[config.mk]
export PLATFORM = sky130hd
export DESIGN_NAME = output_buffer_flat
export DESIGN_NICKNAME = d
export VERILOG_FILES = /design/src/include/lsu_cfg.svh /design/src/hdl/io_pkg.sv /design/src/hdl/mem_bus_if.sv /design/src/hdl/output_buffer.sv /design/src/flat_wrapper.sv
export SDC_FILE = /design/constraint.sdc
export NUM_CORES = 1
export LEC_CHECK = 0
export BUFFER_PORTS_ARGS = -buffer_cell sky130_fd_sc_hd__buf_4
export CAP_MARGIN = 20
export CORE_MARGIN = 2
export CORE_UTILIZATION = 53
export CTS_BUF_LIST = sky130_fd_sc_hd__clkbuf_8
export CTS_CLUSTER_DIAMETER = 30
export DETAILED_ROUTE_END_ITERATION = 10
export PLACE_DENSITY_LB_ADDON = 0.08
export SLEW_MARGIN = 40
export SYNTH_ARGS = -nofsm -noshare
export SYNTH_HDL_FRONTEND = slang
export SYNTH_SLANG_ARGS = --single-unit
[constraint.sdc]
create_clock -name i_clk -period 2.2 [get_ports i_clk]
set_input_delay 0.33 -clock i_clk [delete_from_list [all_inputs] [get_ports i_clk]]
set_output_delay 0.33 -clock i_clk [all_outputs]
set_load 0.02 [all_outputs]
[src/include/lsu_cfg.svh]
`ifndef LSU_CFG_SVH
`define LSU_CFG_SVH

// Data memory
`define LSU_DMEM_WORDS 2048
`define LSU_DMEM_LIMIT 16'h2000  // First byte address past data memory

// Peripheral regions
`define LSU_OUT_BASE     16'h7000
`define LSU_IN_BASE      16'h7800
`define LSU_REGION_BYTES 16'h0100  // Span of each peripheral region

`endif

[src/hdl/io_pkg.sv]
`default_nettype none

package io_pkg;

  // Register offset inside a 256-byte peripheral region
  typedef logic [7:0] io_reg_e;

  // Output bank
  localparam io_reg_e IO_LEDR = 8'h00;
  localparam io_reg_e IO_LEDG = 8'h10;
  localparam io_reg_e IO_HEX0 = 8'h20;
  localparam io_reg_e IO_HEX1 = 8'h21;
  localparam io_reg_e IO_HEX2 = 8'h22;
  localparam io_reg_e IO_HEX3 = 8'h23;
  localparam io_reg_e IO_HEX4 = 8'h24;
  localparam io_reg_e IO_HEX5 = 8'h25;
  localparam io_reg_e IO_HEX6 = 8'h26;
  localparam io_reg_e IO_HEX7 = 8'h27;
  localparam io_reg_e IO_LCD  = 8'h30;

  // Input bank
  localparam io_reg_e IO_SW  = 8'h00;
  localparam io_reg_e IO_KEY = 8'h10;

  typedef logic [6:0] seg7_t;  // Seven-segment pattern

endpackage

`default_nettype wire

[src/hdl/mem_bus_if.sv]
`timescale 1ns/100ps
`default_nettype none

// One access per cycle, no handshake
interface mem_bus_if;

  logic [15:0] addr;   // Byte address
  logic [31:0] wdata;
  logic        we;
  logic [3:0]  be;
  logic [31:0] rdata;  // Combinational from addr

  modport initiator (
    output addr,
    output wdata,
    output we,
    output be,
    input  rdata
  );

  modport target (
    input  addr,
    input  wdata,
    input  we,
    input  be,
    output rdata
  );

endinterface

`default_nettype wire

[src/hdl/output_buffer.sv]
`timescale 1ns/100ps
`default_nettype none

module output_buffer
  import io_pkg::*;
(
  input  logic        i_clk,
  input  logic        i_rst_n,
  mem_bus_if.target   bus,
  output logic [31:0] o_io_ledr,
  output logic [31:0] o_io_ledg,
  output seg7_t       o_io_hex0,
  output seg7_t       o_io_hex1,
  output seg7_t       o_io_hex2,
  output seg7_t       o_io_hex3,
  output seg7_t       o_io_hex4,
  output seg7_t       o_io_hex5,
  output seg7_t       o_io_hex6,
  output seg7_t       o_io_hex7,
  output logic [31:0] o_io_lcd
);

  logic [31:0] ledr_q;
  logic [31:0] ledg_q;
  logic [31:0] lcd_q;
  seg7_t       hex_q [8];
  io_reg_e     off;

  assign off = bus.addr[7:0];

  always_ff @(posedge i_clk or negedge i_rst_n) begin
    if (!i_rst_n) begin
      ledr_q <= '0;
      ledg_q <= '0;
      lcd_q  <= '0;
      hex_q  <= '{default: '0};
    end else if (bus.we) begin
      case (off)
        IO_LEDR: ledr_q <= bus.wdata;
        IO_LEDG: ledg_q <= bus.wdata;
        IO_HEX0, IO_HEX1, IO_HEX2, IO_HEX3,
        IO_HEX4, IO_HEX5, IO_HEX6, IO_HEX7:
          hex_q[off[2:0]] <= bus.wdata[6:0];  // Digits keep 7 bits
        IO_LCD:  lcd_q  <= bus.wdata;
        default: begin
          // Unmapped offset wipes the bank
          ledr_q <= '0;
          ledg_q <= '0;
          lcd_q  <= '0;
          hex_q  <= '{default: '0};
        end
      endcase
    end
  end

  // Read back
  always_comb begin
    case (off)
      IO_LEDR: bus.rdata = ledr_q;
      IO_LEDG: bus.rdata = ledg_q;
      IO_HEX0, IO_HEX1, IO_HEX2, IO_HEX3,
      IO_HEX4, IO_HEX5, IO_HEX6, IO_HEX7:
        bus.rdata = {25'b0, hex_q[off[2:0]]};
      IO_LCD:  bus.rdata = lcd_q;
      default: bus.rdata = '0;
    endcase
  end

  assign o_io_ledr = ledr_q;
  assign o_io_ledg = ledg_q;
  assign o_io_lcd  = lcd_q;
  assign o_io_hex0 = hex_q[0];
  assign o_io_hex1 = hex_q[1];
  assign o_io_hex2 = hex_q[2];
  assign o_io_hex3 = hex_q[3];
  assign o_io_hex4 = hex_q[4];
  assign o_io_hex5 = hex_q[5];
  assign o_io_hex6 = hex_q[6];
  assign o_io_hex7 = hex_q[7];

endmodule

`default_nettype wire

[src/flat_wrapper.sv]
// flat-port wrapper written by rule: the top's interface ports become plain ports
module output_buffer_flat import io_pkg::*;
  (i_clk, i_rst_n, o_io_ledr, o_io_ledg, o_io_hex0, o_io_hex1, o_io_hex2, o_io_hex3, o_io_hex4, o_io_hex5, o_io_hex6, o_io_hex7, o_io_lcd, bus_addr, bus_wdata, bus_we, bus_be, bus_rdata);
  mem_bus_if bus_i ();
  input  logic i_clk;
  input  logic i_rst_n;
  output logic [31:0] o_io_ledr;
  output logic [31:0] o_io_ledg;
  output seg7_t o_io_hex0;
  output seg7_t o_io_hex1;
  output seg7_t o_io_hex2;
  output seg7_t o_io_hex3;
  output seg7_t o_io_hex4;
  output seg7_t o_io_hex5;
  output seg7_t o_io_hex6;
  output seg7_t o_io_hex7;
  output logic [31:0] o_io_lcd;
  input wire logic [$bits(bus_i.addr)-1:0] bus_addr;
  input wire logic [$bits(bus_i.wdata)-1:0] bus_wdata;
  input wire logic [$bits(bus_i.we)-1:0] bus_we;
  input wire logic [$bits(bus_i.be)-1:0] bus_be;
  output wire logic [$bits(bus_i.rdata)-1:0] bus_rdata;
  assign bus_i.addr = bus_addr;
  assign bus_i.wdata = bus_wdata;
  assign bus_i.we = bus_we;
  assign bus_i.be = bus_be;
  assign bus_rdata = bus_i.rdata;
  output_buffer u_core (.i_clk(i_clk), .i_rst_n(i_rst_n), .bus(bus_i), .o_io_ledr(o_io_ledr), .o_io_ledg(o_io_ledg), .o_io_hex0(o_io_hex0), .o_io_hex1(o_io_hex1), .o_io_hex2(o_io_hex2), .o_io_hex3(o_io_hex3), .o_io_hex4(o_io_hex4), .o_io_hex5(o_io_hex5), .o_io_hex6(o_io_hex6), .o_io_hex7(o_io_hex7), .o_io_lcd(o_io_lcd));
endmodule
==> flow_summary.toml <==
[sta]
fmax_mhz = 451
setup_viol = 1
holdWs_ns = 0.132
hold_viol_final = 0
period_minus_slack_ns = 2.22
skew_ns = 0
setup_ws_ns = -0.0164
tightest_slew_ns = 0.554
fin_setup_tns_ns = -0.0164
max_slew_margin_pct = 63.1
grt_setup_unrepaired = "yes"
finalMaxSlewViolations = 0
finalCritPeriodShare_pct = 101

[worst_setup_path]
end_kind = "output pin"
path_max_fanout = 2
r2r_setup_slack_ns = 1.29
criticalPathCategory = "flip-flop to output pin"
path_cells = "mux4_2 -> mux2i_2 -> o22ai_1 -> buf_4"
crit_arrival_ns = 1.89
slowest_delay_ns = 0.55
worstPathBufferInverterCount = 1
critPathLaunchType = "flip-flop"
cp.required_ns = 1.87
crit_family = "multiplexers"
slowest_stage = "mux4_2"

[clocking]
clock_sinks = 152
insertion_delay_ns = 0.44
clkTransAtPathRegs_ns = 0.08
cts_root_buf = "clkbuf_8"
clk_path_buf_depth = 2
htreeDepth = 4
cts_made_buffers = 17
cts_tree = "built"

[logic_synthesis]
syn-cell-area_um2 = 7420
syn_inst = 774
yosysWarnings = 0
ys.flop_type = "dfrtp_1"
seq_area_frac_synth_pct = 51.3
synth-async-reset-ratio_pct = 100
synth_nets = 829
avgSynthCellArea_um2 = 9.58
synth_edf_count = 0
ys_types = 37
ys_seq_elements = 152

[placed_design]
placement.cell_area_um2 = 9410
place.gp.congestion = 0.912
dp_hpwl_mm = 16.1
port_buffers = 226

[layout]
regArea_um2 = 3800
final_area_um2 = 10000
final_nets = 1079
multi_input_area_um2 = 3300
drive_gt1_share_pct = 33.8
fillers = 1076
final_core_util_pct = 72.8
diodes = 0
syn2layout_area_growth_pct = 35.2

[power]
leakage_nw = 4.72
p_sw_mw = 1.33
comb_power_share_pct = 9.1
clockPowerShare_pct = 38.5
p_int_mw = 4.01
power_frac_seq_pct = 52.4
power.density_nw_per_um2 = 533
switching_share_pct = 24.9
peakVddDrop_uv = 359

[worst_hold_path]
holdCritPathClass = "input pin to flip-flop"

[routing]
wl_per_cell_um = 19.8
antenna_left = 0
drt_iter0_drc = 791
vias_per_cell = 5.98
drcViolationCount = 0
vias = 7273
routed_wirelength_mm = 24.1
dr.pass1.iters = 5

[die]
die_area_um2 = 15000
die_w_um = 122
io_pins = 239
coreArea_um2 = 13800
die_y_um = 122
row_count = 43
start_util_pct = 53.9

[grt]
grt_usage_pct = 31.8
grt-ovfl-total = 0
grt_pass1_wl_mm = 36.1
antenna_found_initial = 0
grt_max_degree = 65
grt_pass1_vias = 6767

[run_status]
status = "finished, violations left"
failed_checks = "negative setup slack"

[flow_run]
cap_violations = 0
-- synth_stat cells, types with 2 or more instances --
master / number / area [um2]
a21oi_1: 34 / 170
a22o_1: 7 / 61.3
buf_2: 20 / 100
buf_4: 2 / 15.0
buf_6: 7 / 78.8
clkbuf_1: 26 / 97.6
clkbuf_2: 7 / 35.0
dfrtp_1: 152 / 3800
inv_1: 3 / 11.3
mux2i_1: 39 / 390
mux4_2: 14 / 315
nand2_1: 150 / 563
nand4_1: 2 / 12.5
nor2_1: 59 / 221
nor3_1: 2 / 10.0
nor3_2: 2 / 20.0
nor3_4: 2 / 32.5
nor3b_1: 3 / 22.5
nor4_4: 2 / 42.5
o21ai_0: 98 / 490
o21ai_1: 70 / 350
o22ai_1: 14 / 87.6
o2bb2ai_1: 42 / 368
or2_2: 3 / 18.8
or3_1: 2 / 12.5
-- path summary, 6_finish.rpt --
check | from | endpoint | cells after the start
max | u_core.o_io_hex4[4] | bus_rdata[4] | 4
min | bus_wdata[29] | u_core.o_io_ledr[29] | 3
max reg2reg | u_core.o_io_hex7[6] | u_core.o_io_hex7[6] | 4
min reg2reg | u_core.o_io_ledg[17] | u_core.o_io_ledg[17] | 2
max in group asynchronous | i_rst_n | u_core.o_io_ledr[4] | 3
min in group asynchronous | i_rst_n | u_core.o_io_ledg[25] | 2
-- final cells by class --
cell class                      count  share of cell area, %
Clock inverter                      9                  0.723
Tap cell                          180                   2.25
Inverter                            3                  0.112
Multi-Input combinational cell    557                   32.9
Timing Repair Buffer              293                   23.0
Sequential cell                   152                   37.9
Clock buffer                       23                   3.16
-- metal layers --
metal  track usage [%]  part of all wire (%)
met5                 0                     0
met4              16.5                   4.3
met3              7.30                   9.6
met2              50.3                    48
met1              41.2                    38
-- cells by family after synthesis --
logic type / share of synthesized area [%]
flip-flops: 51.3
XOR/XNOR: 0.118
AO/OA/AOI/OAI: 20.9
buffers and inverters: 4.55
multiplexers: 9.51
AND/OR/NAND/NOR: 13.6
-- tightest hold or removal path, delay by kind of cell --
| kind | cells | cell delay (ns) |
|---|---|---|
| AO/OA/AOI/OAI | 1 | 0.05 |
| AND/OR/NAND/NOR | 1 | 0.05 |
| buffers and inverters | 1 | 0.12 |
-- cells in the final DEF, fill, tap and decap left out, types with 3 or more instances in the layout --
master	instances
buf_4	283
dfrtp_1	152
nand2_1	150
o21ai_0	98
o21ai_1	69
nor2_1	59
o2bb2ai_1	42
mux2i_1	37
a21oi_1	34
clkbuf_8	23
mux4_2	14
o22ai_1	14
buf_12	8
a22o_1	7
inv_1	5
clkinv_2	4
or2_2	3
nor3b_1	3
-- timing repair --
action,in CTS,in global routing
gates resized for setup,2,0
setup endpoints to repair,5,7
pin swaps,1,3
endpoints found under the hold margin,42,0
buffers inserted,16,12
hold buffers,1,0
-- power by group through the flow --
stage	Combinational [mW]	Clock, mW	Sequential (mW)
final	0.487	2.06	2.80
after global routing	0.520	2.20	2.80
after detailed placement	0.477	0	2.86
after global placement	0.468	0	2.86
after floorplan	0.208	0	2.87
after CTS	0.481	2.08	2.80
-- through the flow --
| stage | instances | worst slack, ns | total power, mW |
|---|---|---|---|
| after floorplan | 774 | 0.305 | 3.07 |
| after global placement | 1156 | 0.0578 | 3.33 |
| after detailed placement | 1156 | 0.0549 | 3.34 |
| after CTS | 1205 | -0.0292 | 5.36 |
| after global routing | 1217 | -0.0581 | 5.52 |
| final | 1217 | -0.0164 | 5.35 |
Power figures use the tool's default switching activity.
