File: src/include/lsu_cfg.svh
`ifndef LSU_CFG_SVH
`define LSU_CFG_SVH

// Data memory
`define LSU_DMEM_WORDS 2048
`define LSU_DMEM_LIMIT 16'h2000  // First byte address past data memory

// Peripheral regions
`define LSU_OUT_BASE     16'h7000
`define LSU_IN_BASE      16'h7800
`define LSU_REGION_BYTES 16'h0100  // Span of each peripheral region

`endif

File: src/hdl/lsu_pkg.sv
`default_nettype none

package lsu_pkg;

  // Access codes follow the RISC-V load funct3 encoding
  typedef enum logic [2:0] {
    LB  = 3'd0,
    LH  = 3'd1,
    LW  = 3'd2,
    LBU = 3'd4,
    LHU = 3'd5
  } lsu_op_e;

  // Target selected by the address decoder
  typedef enum logic [1:0] {
    DMEM = 2'd0,
    OUTP = 2'd1,
    INP  = 2'd2,
    NONE = 2'd3   // Nothing mapped here
  } lsu_region_e;

endpackage

`default_nettype wire

File: src/hdl/mem_bus_if.sv
`timescale 1ns/100ps
`default_nettype none

// One access per cycle, no handshake
interface mem_bus_if;

  logic [15:0] addr;   // Byte address
  logic [31:0] wdata;
  logic        we;
  logic [3:0]  be;
  logic [31:0] rdata;  // Combinational from addr

  modport initiator (
    output addr,
    output wdata,
    output we,
    output be,
    input  rdata
  );

  modport target (
    input  addr,
    input  wdata,
    input  we,
    input  be,
    output rdata
  );

endinterface

`default_nettype wire

File: src/hdl/lsu_decode.sv
`timescale 1ns/100ps
`default_nettype none

`include "lsu_cfg.svh"

module lsu_decode
  import lsu_pkg::*;
(
  input  logic [15:0]  i_addr,
  input  logic [31:0]  i_st_data,
  input  logic         i_st_en,
  input  lsu_op_e      i_lsu_op,
  output logic [31:0]  o_ld_data,
  output logic         o_misaligned,
  mem_bus_if.initiator dmem,
  mem_bus_if.initiator outp,
  mem_bus_if.initiator inp
);

  lsu_region_e region;
  logic        is_byte;
  logic        is_half;
  logic        is_word;
  logic        is_signed;
  logic [1:0]  lane;
  logic [31:0] rd_word;
  logic [31:0] rd_shift;

  always_comb begin
    is_byte = 1'b0;
    is_half = 1'b0;
    case (i_lsu_op)
      LB, LBU: is_byte = 1'b1;
      LH, LHU: is_half = 1'b1;
      default: ;
    endcase
  end

  assign is_word   = !is_byte && !is_half;
  assign is_signed = (i_lsu_op == LB) || (i_lsu_op == LH);

  always_comb begin
    if (i_addr < `LSU_DMEM_LIMIT)
      region = DMEM;
    else if (i_addr >= `LSU_OUT_BASE && i_addr < `LSU_OUT_BASE + `LSU_REGION_BYTES)
      region = OUTP;
    else if (i_addr >= `LSU_IN_BASE && i_addr < `LSU_IN_BASE + `LSU_REGION_BYTES)
      region = INP;
    else
      region = NONE;
  end

  // Alignment only matters for data memory
  assign o_misaligned = (region == DMEM) &&
                        ((is_half && i_addr[0]) || (is_word && i_addr[1:0] != 2'b00));

  // Store lane placement
  always_comb begin
    dmem.wdata = i_st_data;
    dmem.be    = 4'b1111;
    if (is_byte) begin
      dmem.wdata = {4{i_st_data[7:0]}};
      dmem.be    = 4'b0001 << i_addr[1:0];
    end else if (is_half) begin
      dmem.wdata = {2{i_st_data[15:0]}};
      dmem.be    = i_addr[1] ? 4'b1100 : 4'b0011;
    end
  end

  assign dmem.addr = i_addr;
  assign dmem.we   = i_st_en && (region == DMEM) && !o_misaligned;

  assign outp.addr  = i_addr;
  assign outp.wdata = i_st_data;  // Peripherals take the raw word
  assign outp.be    = 4'b1111;
  assign outp.we    = i_st_en && (region == OUTP);

  // Input region is read-only
  assign inp.addr  = i_addr;
  assign inp.wdata = '0;
  assign inp.be    = '0;
  assign inp.we    = 1'b0;

  always_comb begin
    case (region)
      DMEM:    rd_word = dmem.rdata;
      OUTP:    rd_word = outp.rdata;
      INP:     rd_word = inp.rdata;
      default: rd_word = '0;
    endcase
  end

  // Peripheral registers sit in the low lanes
  assign lane     = (region == DMEM) ? i_addr[1:0] : 2'b00;
  assign rd_shift = rd_word >> {lane, 3'b000};

  always_comb begin
    if (is_byte)
      o_ld_data = {{24{is_signed & rd_shift[7]}}, rd_shift[7:0]};
    else if (is_half)
      o_ld_data = {{16{is_signed & rd_shift[15]}}, rd_shift[15:0]};
    else
      o_ld_data = rd_word;
  end

  // Only one target may commit a store per cycle
  always_comb begin
    assert #0 ($onehot0({dmem.we, outp.we, inp.we}))
      else $error("lsu_decode: several targets strobed at once");
  end

endmodule

`default_nettype wire

File: src/flat_wrapper.sv
// flat-port wrapper written by rule: the top's interface ports become plain ports
module lsu_decode_flat import lsu_pkg::*;
  (i_addr, i_st_data, i_st_en, i_lsu_op, o_ld_data, o_misaligned, dmem_addr, dmem_wdata, dmem_we, dmem_be, dmem_rdata, outp_addr, outp_wdata, outp_we, outp_be, outp_rdata, inp_addr, inp_wdata, inp_we, inp_be, inp_rdata);
  mem_bus_if dmem_i ();
  mem_bus_if outp_i ();
  mem_bus_if inp_i ();
  input  logic [15:0] i_addr;
  input  logic [31:0] i_st_data;
  input  logic i_st_en;
  input  lsu_op_e i_lsu_op;
  output logic [31:0] o_ld_data;
  output logic o_misaligned;
  output wire logic [$bits(dmem_i.addr)-1:0] dmem_addr;
  output wire logic [$bits(dmem_i.wdata)-1:0] dmem_wdata;
  output wire logic [$bits(dmem_i.we)-1:0] dmem_we;
  output wire logic [$bits(dmem_i.be)-1:0] dmem_be;
  input wire logic [$bits(dmem_i.rdata)-1:0] dmem_rdata;
  output wire logic [$bits(outp_i.addr)-1:0] outp_addr;
  output wire logic [$bits(outp_i.wdata)-1:0] outp_wdata;
  output wire logic [$bits(outp_i.we)-1:0] outp_we;
  output wire logic [$bits(outp_i.be)-1:0] outp_be;
  input wire logic [$bits(outp_i.rdata)-1:0] outp_rdata;
  output wire logic [$bits(inp_i.addr)-1:0] inp_addr;
  output wire logic [$bits(inp_i.wdata)-1:0] inp_wdata;
  output wire logic [$bits(inp_i.we)-1:0] inp_we;
  output wire logic [$bits(inp_i.be)-1:0] inp_be;
  input wire logic [$bits(inp_i.rdata)-1:0] inp_rdata;
  assign dmem_addr = dmem_i.addr;
  assign dmem_wdata = dmem_i.wdata;
  assign dmem_we = dmem_i.we;
  assign dmem_be = dmem_i.be;
  assign dmem_i.rdata = dmem_rdata;
  assign outp_addr = outp_i.addr;
  assign outp_wdata = outp_i.wdata;
  assign outp_we = outp_i.we;
  assign outp_be = outp_i.be;
  assign outp_i.rdata = outp_rdata;
  assign inp_addr = inp_i.addr;
  assign inp_wdata = inp_i.wdata;
  assign inp_we = inp_i.we;
  assign inp_be = inp_i.be;
  assign inp_i.rdata = inp_rdata;
  lsu_decode u_core (.i_addr(i_addr), .i_st_data(i_st_data), .i_st_en(i_st_en), .i_lsu_op(i_lsu_op), .o_ld_data(o_ld_data), .o_misaligned(o_misaligned), .dmem(dmem_i), .outp(outp_i), .inp(inp_i));
endmodule
File: config.mk
export PLATFORM = sky130hd
export DESIGN_NAME = lsu_decode_flat
export DESIGN_NICKNAME = d
export VERILOG_FILES = /design/src/hdl/lsu_pkg.sv /design/src/hdl/mem_bus_if.sv /design/src/hdl/lsu_decode.sv /design/src/flat_wrapper.sv
export VERILOG_INCLUDE_DIRS = /design/src /design/src/include
export SDC_FILE = /design/constraint.sdc
export NUM_CORES = 1
export LEC_CHECK = 0
export BUFFER_PORTS_ARGS = -buffer_cell sky130_fd_sc_hd__buf_2
export CORE_AREA = 2 2 134 136
export DETAILED_ROUTE_END_ITERATION = 7
export DIE_AREA = 0 0 136 138
export SLEW_MARGIN = 20
export SYNTH_ARGS = -nofsm -noshare
export SYNTH_HDL_FRONTEND = slang
export SYNTH_SLANG_ARGS = --single-unit
File: constraint.sdc
create_clock -name vclk -period 1.95
set_input_delay 0.0975 -clock vclk [all_inputs]
set_output_delay 0.0975 -clock vclk [all_outputs]
set_load 0.01 [all_outputs]
==> impl_metrics.csv <==
group,metric,value,unit
detailed_routing,first_iter_violations,102,
worst_setup_path,path_buf_inv,4,
floorplanning,die_w,136,um
placement,postPlaceCellArea,4360,um^2
cells_and_area,antennaDiodeCount,0,
cells_and_area,seqCellArea,0,um^2
pwr,p_leak,2.324,nW
timing,tightestPinTransition,0.6489,ns
pwr,switching_power,0.4974,mW
synth,synthCells,414,
floorplanning,core-area,17530,um^2
global_routing,grt_use_total,15.59,%
worst_setup_path,endpoint_kind,"output pin",
cells_and_area,instances_no_fill,854,
global_routing,grt_max_degree,26,
synth,synth_top_family_by_area,"buffers and inverters",
timing,slew_headroom,56.41,%
pwr,vdd.ir_drop.worst,0.00009943,V
detailed_routing,ant_nets,0,
timing,setup_slack,0.08124,ns
pwr,power_frac_comb,100.0,%
timing,fin_tns_setup,0,ns
synth,ys_warn_count,0,
detailed_routing,wirelength,15920,um
clock_tree,cts_hold_buffers,0,
global_routing,grt_pass1_wl,22370,um
timing,finalCritPeriodShare,95.83,%
synth,syn-cell-area,3273,um^2
synth,syn_avg_cell_area,7.906,um^2
pwr,p_total,0.9060,mW
synth,synth-compound-area-share,27.48,%
timing,layout_min_cycle_time,1.869,ns
cells_and_area,fin_util,25.83,%
floorplanning,dieArea,18770,um^2
min_path,hp-class,"in -> out",
worst_setup_path,cp-start-kind,"input port",
global_routing,grt_remaining_overflow,0,
placement,io_buffers,275,
synth,synth-xor-area-share,0,%
detailed_routing,drc,4,
worst_setup_path,critPathMaxFanout,16,
pwr,p_int,0.4086,mW
pwr,seqPwrFrac,0,%
status,violations,"DRC",
floorplanning,die_y,138,um
cells_and_area,final_area,4529,um^2
worst_setup_path,slowest_stage,"or4b_4",
cells_and_area,syn_to_final_growth,38.38,%
cells_and_area,fillers,1984,
worst_setup_path,cp_top_family,"simple AND/OR/NAND/NOR gates",
timing,hold_viol_final,0,
worst_setup_path,crit_path_frequent_cell,"buf_2",
global_routing,first_global_vias,3773,
placement,dp.cells,846,
status,status,"finished with violations",
placement,dpl.hpwl,13810,um
floorplanning,placementRows,49,
synth,yosys.area_share.simple,16.17,%
timing,finalHoldWorstSlack,0.1950,ns
detailed_routing,num_vias,3803,
worst_setup_path,cp.required,1.85,ns
worst_setup_path,cp.arrival,1.77,ns
floorplanning,start_util,18.67,%
synth,synth_adder_area_share,0,%
pwr,swShare,54.90,%
cells_and_area,n_clock_buffer,0,
timing,slew_violations,0,
worst_setup_path,crit_chain,"buf_2 -> buf_4 -> or4b_4 -> nor2_4 -> o21ai_2 -> buf_12 -> o221ai_4 -> buf_2",
detailed_routing,wl_per_cell,18.64,um
timing,fmax,535.1,MHz
synth,synthDistinctLibCells,54,
global_routing,antenna_found_initial,0,
pwr,power_frac_clock,0,%
placement,gp_congestion,0.8371,
cells_and_area,nNetsFinal,775,
detailed_routing,drtPass1Iterations,8,
pwr,power_density,200.0,nW/um^2
cells_and_area,seq_cell_count,0,
synth,synthMuxAreaShare,20.34,%
detailed_routing,viasPerCell,4.453,
job,maxCapViolations,0,
worst_setup_path,slowest_delay,0.58,ns
synth,synth_seq_area_share,0,%
cells_and_area,layout-drive-gt1-share,66.40,%
placement,dpl_worst_slack,-0.2141,ns
worst_setup_path,path_class,"in -> out",
timing,setup-violations-final,0,
floorplanning,ios,340,
-- metal layers --
metal	track usage, %	share of wire, %
met1	17.58	38
met5	0	0
met3	2.420	7.6
met2	29.91	52
met4	3.947	1.6
-- final cells by class --
| class | instances | area, um^2 | area share, % |
|---|---|---|---|
| multi-input combinational | 289 | 2340 | 51.66 |
| tap | 229 | 286.5 | 6.326 |
| timing repair buffer | 332 | 1888 | 41.69 |
| inverter | 4 | 15.01 | 0.3315 |
-- timing repair --
item,in CTS,in global routing
gates cloned,0,0
setup endpoints to repair,22,23
gates resized for setup,4,15
hold endpoints to repair,0,0
pin swaps,2,8
setup buffers,0,8
-- synthesized netlist by cell type (4+ instances only) --
cell type    n  share of area (%)
o211ai_1     7                1.6
buf_2       12                1.8
nor2_1       6               0.69
nor2b_1      6                1.1
a32o_1      17                5.2
nand2_1     32                3.7
clkbuf_1     8               0.92
inv_1        4               0.46
nor3_2       5                1.5
o211ai_2    10                3.8
buf_6        6                2.1
or4b_2       4                1.2
mux2i_1     26                8.0
buf_4      132                 30
o31ai_4      4                2.6
a22oi_1     14                3.2
nand3_1      4               0.61
mux2_2      36                 12
o21ai_0     20                3.1
-- layout by cell type (no fill, tap or decap), drive strengths merged, types with 3 or more instances in the layout --
| master | Yosys | layout |
|---|---|---|
| conb | 2 | 41 |
| nand3 | 4 | 4 |
| a211oi | 3 | 3 |
| nor4 | 4 | 4 |
| nand2 | 32 | 32 |
| o211ai | 17 | 17 |
| o31ai | 6 | 6 |
| a32oi | 3 | 3 |
| o21ai | 24 | 24 |
| a22oi | 14 | 14 |
| mux2 | 36 | 36 |
| o221ai | 3 | 3 |
| buf | 152 | 332 |
| nor3 | 11 | 11 |
| inv | 4 | 4 |
| or4b | 6 | 6 |
| nor2 | 8 | 8 |
| a32o | 17 | 17 |
| nand3b | 3 | 3 |
| mux2i | 26 | 26 |
| nor2b | 6 | 6 |
-- power by group through the flow --
stage / sequential, mW / combinational [mW] / clock [mW]
global placement: 0 / 0.890 / 0
CTS: 0 / 0.900 / 0
finish: 0 / 0.906 / 0
floorplan: 0 / 0.624 / 0
global route: 0 / 0.986 / 0
detailed placement: 0 / 0.896 / 0
-- final timing paths --
path | from | endpoint | depth (start not counted)
hold / removal | i_addr[4] | outp_addr[4] | 0
setup / recovery | i_addr[14] | o_ld_data[22] | 8
-- kinds of logic after synthesis --
family,after synthesis
other cells,2
buf+inv,164
compound gates,102
simple gates,84
mux,62
(Power assumes the default switching activity.)
