`src/include/lsu_cfg.svh`:
```
`ifndef LSU_CFG_SVH
`define LSU_CFG_SVH

// Data memory
`define LSU_DMEM_WORDS 2048
`define LSU_DMEM_LIMIT 16'h2000  // First byte address past data memory

// Peripheral regions
`define LSU_OUT_BASE     16'h7000
`define LSU_IN_BASE      16'h7800
`define LSU_REGION_BYTES 16'h0100  // Span of each peripheral region

`endif

```
`src/hdl/io_pkg.sv`:
```
`default_nettype none

package io_pkg;

  // Register offset inside a 256-byte peripheral region
  typedef logic [7:0] io_reg_e;

  // Output bank
  localparam io_reg_e IO_LEDR = 8'h00;
  localparam io_reg_e IO_LEDG = 8'h10;
  localparam io_reg_e IO_HEX0 = 8'h20;
  localparam io_reg_e IO_HEX1 = 8'h21;
  localparam io_reg_e IO_HEX2 = 8'h22;
  localparam io_reg_e IO_HEX3 = 8'h23;
  localparam io_reg_e IO_HEX4 = 8'h24;
  localparam io_reg_e IO_HEX5 = 8'h25;
  localparam io_reg_e IO_HEX6 = 8'h26;
  localparam io_reg_e IO_HEX7 = 8'h27;
  localparam io_reg_e IO_LCD  = 8'h30;

  // Input bank
  localparam io_reg_e IO_SW  = 8'h00;
  localparam io_reg_e IO_KEY = 8'h10;

  typedef logic [6:0] seg7_t;  // Seven-segment pattern

endpackage

`default_nettype wire

```
`src/hdl/mem_bus_if.sv`:
```
`timescale 1ns/100ps
`default_nettype none

// One access per cycle, no handshake
interface mem_bus_if;

  logic [15:0] addr;   // Byte address
  logic [31:0] wdata;
  logic        we;
  logic [3:0]  be;
  logic [31:0] rdata;  // Combinational from addr

  modport initiator (
    output addr,
    output wdata,
    output we,
    output be,
    input  rdata
  );

  modport target (
    input  addr,
    input  wdata,
    input  we,
    input  be,
    output rdata
  );

endinterface

`default_nettype wire

```
`src/hdl/input_buffer.sv`:
```
`timescale 1ns/100ps
`default_nettype none

module input_buffer
  import io_pkg::*;
(
  input  logic        i_clk,
  input  logic        i_rst_n,
  input  logic [31:0] i_io_sw,
  input  logic [3:0]  i_io_key,
  mem_bus_if.target   bus
);

  logic [31:0] sw_meta;
  logic [31:0] sw_sync;
  logic [3:0]  key_meta;
  logic [3:0]  key_sync;

  // Two-stage synchronizer
  always_ff @(posedge i_clk or negedge i_rst_n) begin
    if (!i_rst_n) begin
      sw_meta  <= '0;
      sw_sync  <= '0;
      key_meta <= '0;
      key_sync <= '0;
    end else begin
      sw_meta  <= i_io_sw;
      sw_sync  <= sw_meta;
      key_meta <= i_io_key;
      key_sync <= key_meta;
    end
  end

  always_comb begin
    case (bus.addr[7:0])
      IO_SW:   bus.rdata = sw_sync;
      IO_KEY:  bus.rdata = {28'b0, key_sync};
      default: bus.rdata = '0;
    endcase
  end

  // Decoder keeps this region read-only
  a_no_store : assert property (@(posedge i_clk) disable iff (!i_rst_n) !bus.we)
    else $error("input_buffer: store reached the input bank");

endmodule

`default_nettype wire

```
`src/flat_wrapper.sv`:
```
// flat-port wrapper written by rule: the top's interface ports become plain ports
module input_buffer_flat import io_pkg::*;
  (i_clk, i_rst_n, i_io_sw, i_io_key, bus_addr, bus_wdata, bus_we, bus_be, bus_rdata);
  mem_bus_if bus_i ();
  input  logic i_clk;
  input  logic i_rst_n;
  input  logic [31:0] i_io_sw;
  input  logic [3:0] i_io_key;
  input wire logic [$bits(bus_i.addr)-1:0] bus_addr;
  input wire logic [$bits(bus_i.wdata)-1:0] bus_wdata;
  input wire logic [$bits(bus_i.we)-1:0] bus_we;
  input wire logic [$bits(bus_i.be)-1:0] bus_be;
  output wire logic [$bits(bus_i.rdata)-1:0] bus_rdata;
  assign bus_i.addr = bus_addr;
  assign bus_i.wdata = bus_wdata;
  assign bus_i.we = bus_we;
  assign bus_i.be = bus_be;
  assign bus_rdata = bus_i.rdata;
  input_buffer u_core (.i_clk(i_clk), .i_rst_n(i_rst_n), .i_io_sw(i_io_sw), .i_io_key(i_io_key), .bus(bus_i));
endmodule
```
`config.mk`:
```
export PLATFORM = sky130hd
export DESIGN_NAME = input_buffer_flat
export DESIGN_NICKNAME = d
export VERILOG_FILES = /design/src/include/lsu_cfg.svh /design/src/hdl/io_pkg.sv /design/src/hdl/mem_bus_if.sv /design/src/hdl/input_buffer.sv /design/src/flat_wrapper.sv
export SDC_FILE = /design/constraint.sdc
export NUM_CORES = 1
export LEC_CHECK = 0
export BUFFER_PORTS_ARGS = -buffer_cell sky130_fd_sc_hd__clkbuf_2
export CAP_MARGIN = 15
export CORE_MARGIN = 4
export CORE_UTILIZATION = 34
export DETAILED_ROUTE_END_ITERATION = 7
export PLACE_DENSITY = 0.6
export SLEW_MARGIN = 15
export SYNTH_ARGS = -nofsm -noshare
export SYNTH_HDL_FRONTEND = slang
export SYNTH_SLANG_ARGS = --single-unit
```
`constraint.sdc`:
```
create_clock -name i_clk -period 2.86 [get_ports i_clk]
set_input_delay 0.572 -clock i_clk [delete_from_list [all_inputs] [get_ports i_clk]]
set_output_delay 0.572 -clock i_clk [all_outputs]
set_load 0.02 [all_outputs]
```
==> results.py, run 1 <==
metrics = {
    "synth": {
        "synth.top_cells.by_area": "sky130_fd_sc_hd__dfrtp_1 77%, sky130_fd_sc_hd__nor3_2 8.6%, sky130_fd_sc_hd__inv_1 4.5%",
        "yosys.cell_types.count": 13,
        "syn-instance-count": 147,
        "ys_warn_count": 0,
        "synthesis.area_um2": 2336,
        "share_of_synthesized_area_occupied_by_flip_flops_and_latches_pct": 77.13,
        "synth_top_cell_area_share_pct": 77.13,
        "synth_top_area_cell": "sky130_fd_sc_hd__dfrtp_1",
        "synth.ff_latch_count": 72,
        "synthesis.nets": 238,
        "syn-mean-instance-area_um2": 15.89,
    },
    "grt": {
        "grt_first_pass_wirelength_um": 6520,
        "grt_antenna_before_repair": 0,
        "global_route.usage.total_pct": 10.61,
        "grt_pass1_vias": 1384,
        "largest_net_degree_at_the_start_of_global_routing": 73,
        "grt_remaining_overflow": 0,
    },
    "final_layout": {
        "diodes": 0,
        "final_layout_size_suffix_gt1_share_pct": 50.00,
        "finish.net_count": 319,
        "stdcell_count": 309,
        "layout.core_utilization_pct": 45.17,
        "area_growth_pct": 25.60,
        "layout.cell_area.non_filler_um2": 2934,
    },
    "critical_path": {
        "worst-endpoint-required_ns": 2.29,
        "timing_worst_setup_path_type": "primary input to primary output",
        "cpMostUsedCell": "sky130_fd_sc_hd__clkbuf_2",
        "critical_path.max_fanout": 32,
        "r2r_cells": 0,
        "worstPathBufferInverterCount": 3,
        "critical_path.reg2reg.endpoint": "u_core.sw_sync[23]$_DFF_PN0_",
        "type_of_element_launching_the_critical_path": "primary input",
        "ff2ff_setup_slack_ns": 2.37,
        "crit-reg2reg-launch": "u_core.sw_meta[23]$_DFF_PN0_",
        "critPathSlowestCell": "sky130_fd_sc_hd__or4_2",
        "crit_chain": "clkbuf_2 -> or4_2 -> buf_4 -> nor3_1 -> clkbuf_2",
        "timing.critical_path.depth": 5,
        "timing.critical_path.arrival_ns": 2.10,
        "cp_slowest_stage_delay_ns": 0.66,
        "worst_setup_path_end_kind": "primary output",
        "cpLargestDelayFamily": "simple AND/OR/NAND/NOR gates",
        "worst_setup_path_startpoint": "bus_addr[3]",
    },
    "cts": {
        "clock_tree.htree_level_count": 3,
        "cts_resized": 0,
        "numCtsBuffers": 9,
        "cts-root-to-sink-buffers": 2,
        "worst_skew_pair.late_latency_ns": 0.34,
        "number_of_buffers_inserted_to_repair_setup_after_cts": 0,
        "root_buffer": "sky130_fd_sc_hd__clkbuf_8",
        "cts.hold.buffers_added": 0,
        "worst_setup_hold_path_clk_slew_ns": 0.07,
        "tritoncts_clock_tree": "yes",
        "tritoncts_num_sinks": 72,
    },
    "timing": {
        "report.final.setup_viol": 0,
        "worstMarginPinSlew_ns": 0.8513,
        "postLayoutSetupSlackWorst_ns": 0.1910,
        "setup_repair_after_global_routing_missed_its_margin": "false",
        "slew-limit-headroom_pct": 43.25,
        "timing.clock.skew_ns": 0.008195,
        "timing_max_transition_violations_final": 0,
        "final.hold.worst_slack_ns": 0.3111,
        "timing.fmax_mhz": 374.7,
        "tns_ns": 0,
        "period_share_pct": 93.32,
        "timing_hold_violations_final": 0,
        "post-route-min-period_ns": 2.669,
    },
    "place": {
        "placement.setup.worst_slack_ns": 0.1914,
        "dpl.hpwl_um": 2782,
        "finalWeightedCongestion": 0.6368,
        "numPlacedInstances": 294,
        "buffer_ports.inserted": 77,
        "place_area_um2": 2748,
    },
    "job": {
        "drv.max_cap_violation_count": 0,
    },
    "pwr": {
        "vdd_drop_max_uv": 333.9,
        "report.power.total_mw": 1.913,
        "p_per_area_nw_per_um2": 652.2,
        "power_leakage_nw": 1.484,
    },
    "drt": {
        "route.antenna.remaining_nets": 0,
        "number_of_remaining_drc_errors": 0,
        "drt_first_pass_iters": 4,
        "viasPerCell": 4.107,
        "detail_route.wl_per_cell_um": 12.83,
        "first_iter_violations": 24,
        "postRouteWirelength_um": 3964,
        "num_vias": 1269,
    },
    "die": {
        "die_width_um": 90.89,
        "die_height_um": 90.89,
        "initial_utilization_pct": 35.97,
        "dieArea_um2": 8261,
        "std_cell_core_area_um2": 6495,
        "placement_rows": 29,
        "boundaryPins": 123,
    },
    "outcome": {
        "outcome": "complete, no violations",
    },
    "hold_path": {
        "holdCritPathClass": "primary input to async pin",
    },
}
[cells in the mapped netlist, drive strengths merged]
cell type / number
dfrtp: 72
nor3: 32
inv: 28
buf: 7
mux2i: 4
or4: 2
clkbuf: 1
or3: 1
[worst max path at each step]
| stage | end | slack (ns) |
|---|---|---|
| final | bus_rdata[29] | 0.19 |
| after global routing | bus_rdata[2] | 0.11 |
| after CTS | bus_rdata[29] | 0.18 |
| after detailed placement | bus_rdata[29] | 0.19 |
| after global placement | bus_rdata[29] | 0.18 |
| after floorplan | bus_rdata[22] | 0.40 |
[state kept, by name (all words and copies together), names as in the netlist]
name,cells
u_core.key_sync,4
u_core.sw_meta,32
u_core.key_meta,4
u_core.sw_sync,32
[power breakdown]
| part | internal [mW] | switching (mW) |
|---|---|---|
| clock | 0.417 | 0.335 |
| combinational | 0.0303 | 0.0490 |
| sequential | 1.07 | 0.0125 |
| total | 1.52 | 0.397 |
[cell usage in the layout (no fill, tap or decap)]
cell	instances
sky130_fd_sc_hd__dfrtp_1	72
sky130_fd_sc_hd__buf_4	2
sky130_fd_sc_hd__nor3_4	2
sky130_fd_sc_hd__bufinv_16	1
sky130_fd_sc_hd__mux2i_1	4
sky130_fd_sc_hd__or4_4	1
sky130_fd_sc_hd__clkbuf_1	1
sky130_fd_sc_hd__or4_2	1
sky130_fd_sc_hd__clkbuf_2	76
sky130_fd_sc_hd__nor3_2	20
sky130_fd_sc_hd__nor3_1	10
sky130_fd_sc_hd__or3_1	1
sky130_fd_sc_hd__inv_1	28
sky130_fd_sc_hd__clkbuf_8	10
sky130_fd_sc_hd__clkinv_2	3
[logic make-up (layout without fill, tap and decap cells)]
family | Yosys count | count (layout) | share of synthesized area (%)
DFF | 72 | 72 | 77.13
and+or+nand+nor | 35 | 35 | 13.18
muxes | 4 | 4 | 1.714
buffers and inverters | 36 | 121 | 7.980
[cell type report]
class	count	area (um^2)
Sequential cell	72	1802
Multi-Input combinational cell	39	349.1
Tap cell	77	96.34
Timing Repair Buffer	78	395.4
Clock inverter	4	45.04
Fill cell	623	3561
Inverter	28	105.1
Clock buffer	11	141.4
[routing by layer]
layer,up-vias,GRT usage [%],wire (um)
met1,605,11.38,1538
li1,611,-,-
met2,44,17.17,2077
met5,-,0,0
met4,0,6.407,93
met3,9,4.750,254
Power figures use the tool's default switching activity.
==> run 2, diff against run 1 <==
--- a/config.mk
+++ b/config.mk
@@ -9,6 +9,7 @@
 export CAP_MARGIN = 15
 export CORE_MARGIN = 4
 export CORE_UTILIZATION = 34
+export CTS_BUF_LIST = sky130_fd_sc_hd__clkbuf_8
 export DETAILED_ROUTE_END_ITERATION = 7
 export PLACE_DENSITY = 0.6
 export SLEW_MARGIN = 15
==> run 2 against run 1 <==
  * Total power is 0.18% lower
  * Utilization stayed put
  * Sequential power is essentially flat
  * Clock power barely moved
  * Flip-flop and latch count unchanged
  * Global-route usage stayed put
  * Critical endpoint unchanged
==> results.py, run 2 (synthesis gave the netlist of run 1 again) <==
metrics = {
    "cts": {
        "numCtsBuffers": 9,
        "cts-root-to-sink-buffers": 2,
        "number_of_buffers_inserted_to_repair_setup_after_cts": 0,
        "cts_resized": 0,
        "tritoncts_num_sinks": 72,
        "cts.hold.buffers_added": 0,
        "clock_tree.htree_level_count": 3,
        "root_buffer": "sky130_fd_sc_hd__clkbuf_8",
        "worst_setup_hold_path_clk_slew_ns": 0.07,
        "worst_skew_pair.late_latency_ns": 0.34,
        "tritoncts_clock_tree": "yes",
    },
    "drt": {
        "detail_route.wl_per_cell_um": 12.83,
        "top_layer": "met4",
        "postRouteWirelength_um": 3964,
        "first_iter_violations": 24,
        "wl_met3_um": 254,
        "drt_first_pass_iters": 4,
        "route.antenna.remaining_nets": 0,
        "number_of_remaining_drc_errors": 0,
        "met2_length_um": 2077,
        "viasPerCell": 4.107,
        "num_vias": 1269,
        "met1_wire_length_um": 1538,
    },
    "final_layout": {
        "diodes": 0,
        "final_layout_size_suffix_gt1_share_pct": 50.00,
        "layout.cell_area.non_filler_um2": 2934,
        "layout.cells.most_common": "sky130_fd_sc_hd__clkbuf_2",
        "finish.net_count": 319,
        "largest_registers": "u_core.sw_meta (32), u_core.sw_sync (32)",
        "n_fill_cell": 623,
        "area_growth_pct": 25.60,
        "layout_common_cells": "76 x sky130_fd_sc_hd__clkbuf_2, 72 x sky130_fd_sc_hd__dfrtp_1, 29 x sky130_fd_sc_hd__inv_1",
    },
    "pwr": {
        "p_per_area_nw_per_um2": 651.0,
        "vdd_drop_max_uv": 333.9,
        "report.power.total_mw": 1.910,
        "power_leakage_nw": 1.488,
    },
    "critical_path": {
        "timing.critical_path.arrival_ns": 2.10,
        "worst-endpoint-required_ns": 2.29,
        "timing_worst_setup_path_type": "primary input to primary output",
        "worst_setup_path_end_kind": "primary output",
        "critical_path.max_fanout": 32,
        "r2r_cells": 0,
        "type_of_element_launching_the_critical_path": "primary input",
    },
    "timing": {
        "postLayoutSetupSlackWorst_ns": 0.1910,
        "post-route-min-period_ns": 2.669,
        "timing_max_transition_violations_final": 0,
        "final.hold.worst_slack_ns": 0.3111,
        "report.final.setup_viol": 0,
        "slew-limit-headroom_pct": 43.25,
        "tns_ns": 0,
        "timing_hold_violations_final": 0,
        "setup_repair_after_global_routing_missed_its_margin": "false",
        "timing.clock.skew_ns": 0.008195,
        "worstMarginPinSlew_ns": 0.8513,
        "timing.fmax_mhz": 374.7,
        "period_share_pct": 93.32,
    },
    "job": {
        "drv.max_cap_violation_count": 0,
    },
    "hold_path": {
        "holdCritPathClass": "primary input to async pin",
    },
    "place": {
        "finalWeightedCongestion": 0.6368,
        "place_area_um2": 2748,
        "dpl.hpwl_um": 2782,
        "placement.setup.worst_slack_ns": 0.1914,
        "buffer_ports.inserted": 77,
    },
    "die": {
        "die_height_um": 90.89,
        "die_width_um": 90.89,
        "boundaryPins": 123,
        "placement_rows": 29,
        "std_cell_core_area_um2": 6495,
        "initial_utilization_pct": 35.97,
        "dieArea_um2": 8261,
    },
    "grt": {
        "grt_remaining_overflow": 0,
        "grt_pass1_vias": 1384,
        "grt_antenna_before_repair": 0,
        "largest_net_degree_at_the_start_of_global_routing": 73,
        "global_route.usage.total_pct": 10.61,
        "grt_first_pass_wirelength_um": 6520,
    },
    "outcome": {
        "outcome": "complete, no violations",
    },
}
## run 2: cell types whose count changed in the layout (fill, tap and decap cells not counted)
cell,delta
sky130_fd_sc_hd__clkbuf_1,-1
sky130_fd_sc_hd__inv_1,+1
## run 2: power by group
part | switching [mW] | internal (mW) | leakage (nW)
Combinational | 0.0490 | 0.0303 | 0.546
Sequential | 0.0125 | 1.07 | 0.839
Clock | 0.335 | 0.414 | 0.103
## run 2: area by class of cell
class,instances,area [um^2],share of cell area [%]
multi-input combinational,39,349.1,11.90
timing repair buffer,78,395.4,13.48
inverter,28,105.1,3.582
clock buffer,10,137.6,4.691
sequential,72,1802,61.41
clock inverter,5,48.80,1.663
tap,77,96.34,3.284
## run 2: worst paths after layout
kind | start | end | slack [ns]
max in group asynchronous | i_rst_n | u_core.sw_meta[18]$_DFF_PN0_ | 1.95
min in group i_clk | i_io_sw[14] | u_core.sw_meta[14]$_DFF_PN0_ | 0.34
worst max-delay path | bus_addr[3] | bus_rdata[29] | 0.19
worst min register to register | u_core.sw_meta[18]$_DFF_PN0_ | u_core.sw_sync[18]$_DFF_PN0_ | 0.34
worst min-delay path | i_rst_n | u_core.sw_meta[19]$_DFF_PN0_ | 0.31
worst max register to register | u_core.sw_meta[26]$_DFF_PN0_ | u_core.sw_sync[26]$_DFF_PN0_ | 2.37
## run 2: metal layers
layer	track usage (%)	vias up
met5	0	-
met4	6.407	0
met3	4.750	9
met2	17.17	44
met1	11.38	605
li1	-	611
## run 2: per-stage QoR
stage	instances	util, %
after floorplan	147	-
after global placement	294	42.30
after detailed placement	294	42.30
after CTS	309	45.17
after global routing	309	45.17
final	309	45.17
## run 2: critical path, stage by stage
cell and delay [ns]:
sky130_fd_sc_hd__clkbuf_2 0.08, sky130_fd_sc_hd__or4_2 0.66, sky130_fd_sc_hd__buf_4 0.31, sky130_fd_sc_hd__nor3_1 0.26, sky130_fd_sc_hd__clkbuf_2 0.21
==> run 3, diff against run 2 <==
==> constraint.sdc (replaced) <==
create_clock -name i_clk -period 2.86 [get_ports i_clk]
set_input_delay 0.572 -clock i_clk [delete_from_list [all_inputs] [get_ports i_clk]]
set_output_delay 0.572 -clock i_clk [all_outputs]
set_load 0.1 [all_outputs]
==> run 3 against run 2 <==
  * Cell count up 0.65%
  * Total power down 7.0%
  * Fmax up 1.5%
  * Sequential share of layout area down 9.4 points
  * Register-to-register slack about the same
  * Non-clock buffer count up 2
  * Global-route usage about the same
==> results.py, run 3 (synthesis gave the netlist of run 1 again) <==
metrics = {
    "outcome": {
        "outcome": "complete, no violations",
    },
    "timing": {
        "slew-limit-headroom_pct": 64.82,
        "post-route-min-period_ns": 2.629,
        "timing.clock.skew_ns": 0.009464,
        "period_share_pct": 91.91,
        "setup_repair_after_global_routing_missed_its_margin": "false",
        "timing_max_transition_violations_final": 0,
        "timing.fmax_mhz": 380.4,
        "report.final.setup_viol": 0,
        "timing_hold_violations_final": 0,
        "final.hold.worst_slack_ns": 0.06217,
        "worstMarginPinSlew_ns": 0.5277,
    },
    "final_layout": {
        "area.sequential_um2": 1802,
        "layout.cells.most_common": "sky130_fd_sc_hd__dfrtp_1",
        "layout_common_cells": "72 x sky130_fd_sc_hd__dfrtp_1, 44 x sky130_fd_sc_hd__clkbuf_2, 33 x sky130_fd_sc_hd__inv_1, 33 x sky130_fd_sc_hd__buf_12, 28 x sky130_fd_sc_hd__nor3_2",
        "n_fill_cell": 533,
        "multi_input_gate_area_um2": 411.6,
        "largest_registers": "u_core.sw_meta (32), u_core.sw_sync (32)",
        "final_layout_size_suffix_gt1_share_pct": 52.99,
        "finish.net_count": 321,
        "area_growth_pct": 48.26,
        "diodes": 0,
    },
    "critical_path": {
        "timing_worst_setup_path_type": "primary input to primary output",
        "worst_setup_path_end_kind": "primary output",
        "worst-endpoint-required_ns": 2.29,
        "r2r_cells": 0,
        "timing.critical_path.arrival_ns": 2.06,
        "crit-reg2reg-launch": "u_core.sw_meta[3]$_DFF_PN0_",
        "type_of_element_launching_the_critical_path": "primary input",
        "ff2ff_setup_slack_ns": 2.38,
        "critical_path.max_fanout": 32,
        "critical_path.reg2reg.endpoint": "u_core.sw_sync[3]$_DFF_PN0_",
    },
    "die": {
        "placement_rows": 29,
        "boundaryPins": 123,
        "initial_utilization_pct": 35.97,
        "die_width_um": 90.89,
        "dieArea_um2": 8261,
        "std_cell_core_area_um2": 6495,
        "die_height_um": 90.89,
    },
    "cts": {
        "clock_tree.htree_level_count": 3,
        "worst_setup_hold_path_clk_slew_ns": 0.06,
        "worst_skew_pair.late_latency_ns": 0.33,
        "numCtsBuffers": 9,
        "number_of_buffers_inserted_to_repair_setup_after_cts": 0,
        "cts_resized": 0,
        "cts.hold.buffers_added": 0,
        "root_buffer": "sky130_fd_sc_hd__clkbuf_8",
        "cts-root-to-sink-buffers": 2,
        "tritoncts_clock_tree": "yes",
        "tritoncts_num_sinks": 72,
    },
    "drt": {
        "viasPerCell": 4.055,
        "num_vias": 1261,
        "number_of_remaining_drc_errors": 0,
        "postRouteWirelength_um": 3940,
        "route.antenna.remaining_nets": 0,
        "detail_route.wl_per_cell_um": 12.67,
        "drt_first_pass_iters": 2,
        "first_iter_violations": 21,
    },
    "pwr": {
        "p_per_area_nw_per_um2": 512.9,
        "report.power.total_mw": 1.776,
        "power_leakage_nw": 1.623,
        "vdd_drop_max_uv": 278.9,
    },
    "grt": {
        "global_route.usage.total_pct": 10.61,
        "grt_remaining_overflow": 0,
        "largest_net_degree_at_the_start_of_global_routing": 37,
        "grt_antenna_before_repair": 0,
        "grt_first_pass_wirelength_um": 6382,
        "grt_pass1_vias": 1258,
    },
    "place": {
        "finalWeightedCongestion": 0.7290,
        "buffer_ports.inserted": 77,
        "dpl.hpwl_um": 2949,
    },
    "job": {
        "drv.max_cap_violation_count": 0,
    },
    "hold_path": {
        "holdCritPathClass": "primary input to async pin",
    },
}
## run 3: changes by cell type in the layout (fill, tap and decap cells not counted)
cell                        previous run  this run
sky130_fd_sc_hd__buf_2                 0         1
sky130_fd_sc_hd__clkinv_2              3         1
sky130_fd_sc_hd__clkbuf_2             76        44
sky130_fd_sc_hd__buf_12                0        33
sky130_fd_sc_hd__bufinv_16             1         0
sky130_fd_sc_hd__nor3_4                2         4
sky130_fd_sc_hd__nor3_1               10         0
sky130_fd_sc_hd__inv_1                29        33
sky130_fd_sc_hd__nor3_2               20        28
sky130_fd_sc_hd__clkbuf_8             10         9
## run 3: critical path, cell delays in order
cell,delay (ns)
sky130_fd_sc_hd__clkbuf_2,0.08
sky130_fd_sc_hd__or4_2,0.69
sky130_fd_sc_hd__buf_12,0.22
sky130_fd_sc_hd__nor3_2,0.27
sky130_fd_sc_hd__buf_12,0.21
## run 3: power by group
group	total [mW]	internal (mW)	switching (mW)
sequential	1.08	1.07	0.0116
combinational	0.0952	0.0358	0.0594
clock	0.600	0.292	0.308
## run 3: area by class of cell
class | count | share of cell area (%)
sequential | 72 | 52.02
multi-input combinational | 39 | 11.89
tap | 77 | 2.782
inverter | 28 | 3.035
timing repair buffer | 80 | 26.01
clock inverter | 6 | 0.6864
clock buffer | 9 | 3.577
## run 3: worst max-delay path by stage
stage	start	endpoint	slack, ns	depth (start not counted)
after floorplan	bus_addr[3]	bus_rdata[1]	-0.39	4
after global routing	bus_addr[3]	bus_rdata[2]	0.16	5
final	bus_addr[3]	bus_rdata[2]	0.23	5
after CTS	bus_addr[3]	bus_rdata[2]	0.21	5
after global placement	bus_addr[3]	bus_rdata[2]	0.22	5
after detailed placement	bus_addr[3]	bus_rdata[2]	0.21	5
## run 3: layer usage
layer / GRT usage, % / routed length [um] / vias to the layer above / share of wire [%]
met3: 4.083 / 186 / 11 / 4.7
met5: 0 / 0 / - / 0
li1: - / - / 616 / -
met2: 17.11 / 2113 / 40 / 54
met4: 7.412 / 133 / 0 / 3.4
met1: 11.42 / 1506 / 594 / 38
## run 3: metrics by stage
step                      worst slack, ns  util [%]  TNS [ns]  cells  cell area (um^2)
after floorplan                   -0.3906         -    -10.33    147              2399
after global placement             0.2175     51.05         0    296              3316
after detailed placement           0.2114     51.05         0    296              3316
after CTS                          0.2114     53.32         0    311              3463
after global routing               0.1578     53.32         0    311              3463
final                              0.2312     53.32         0    311              3463
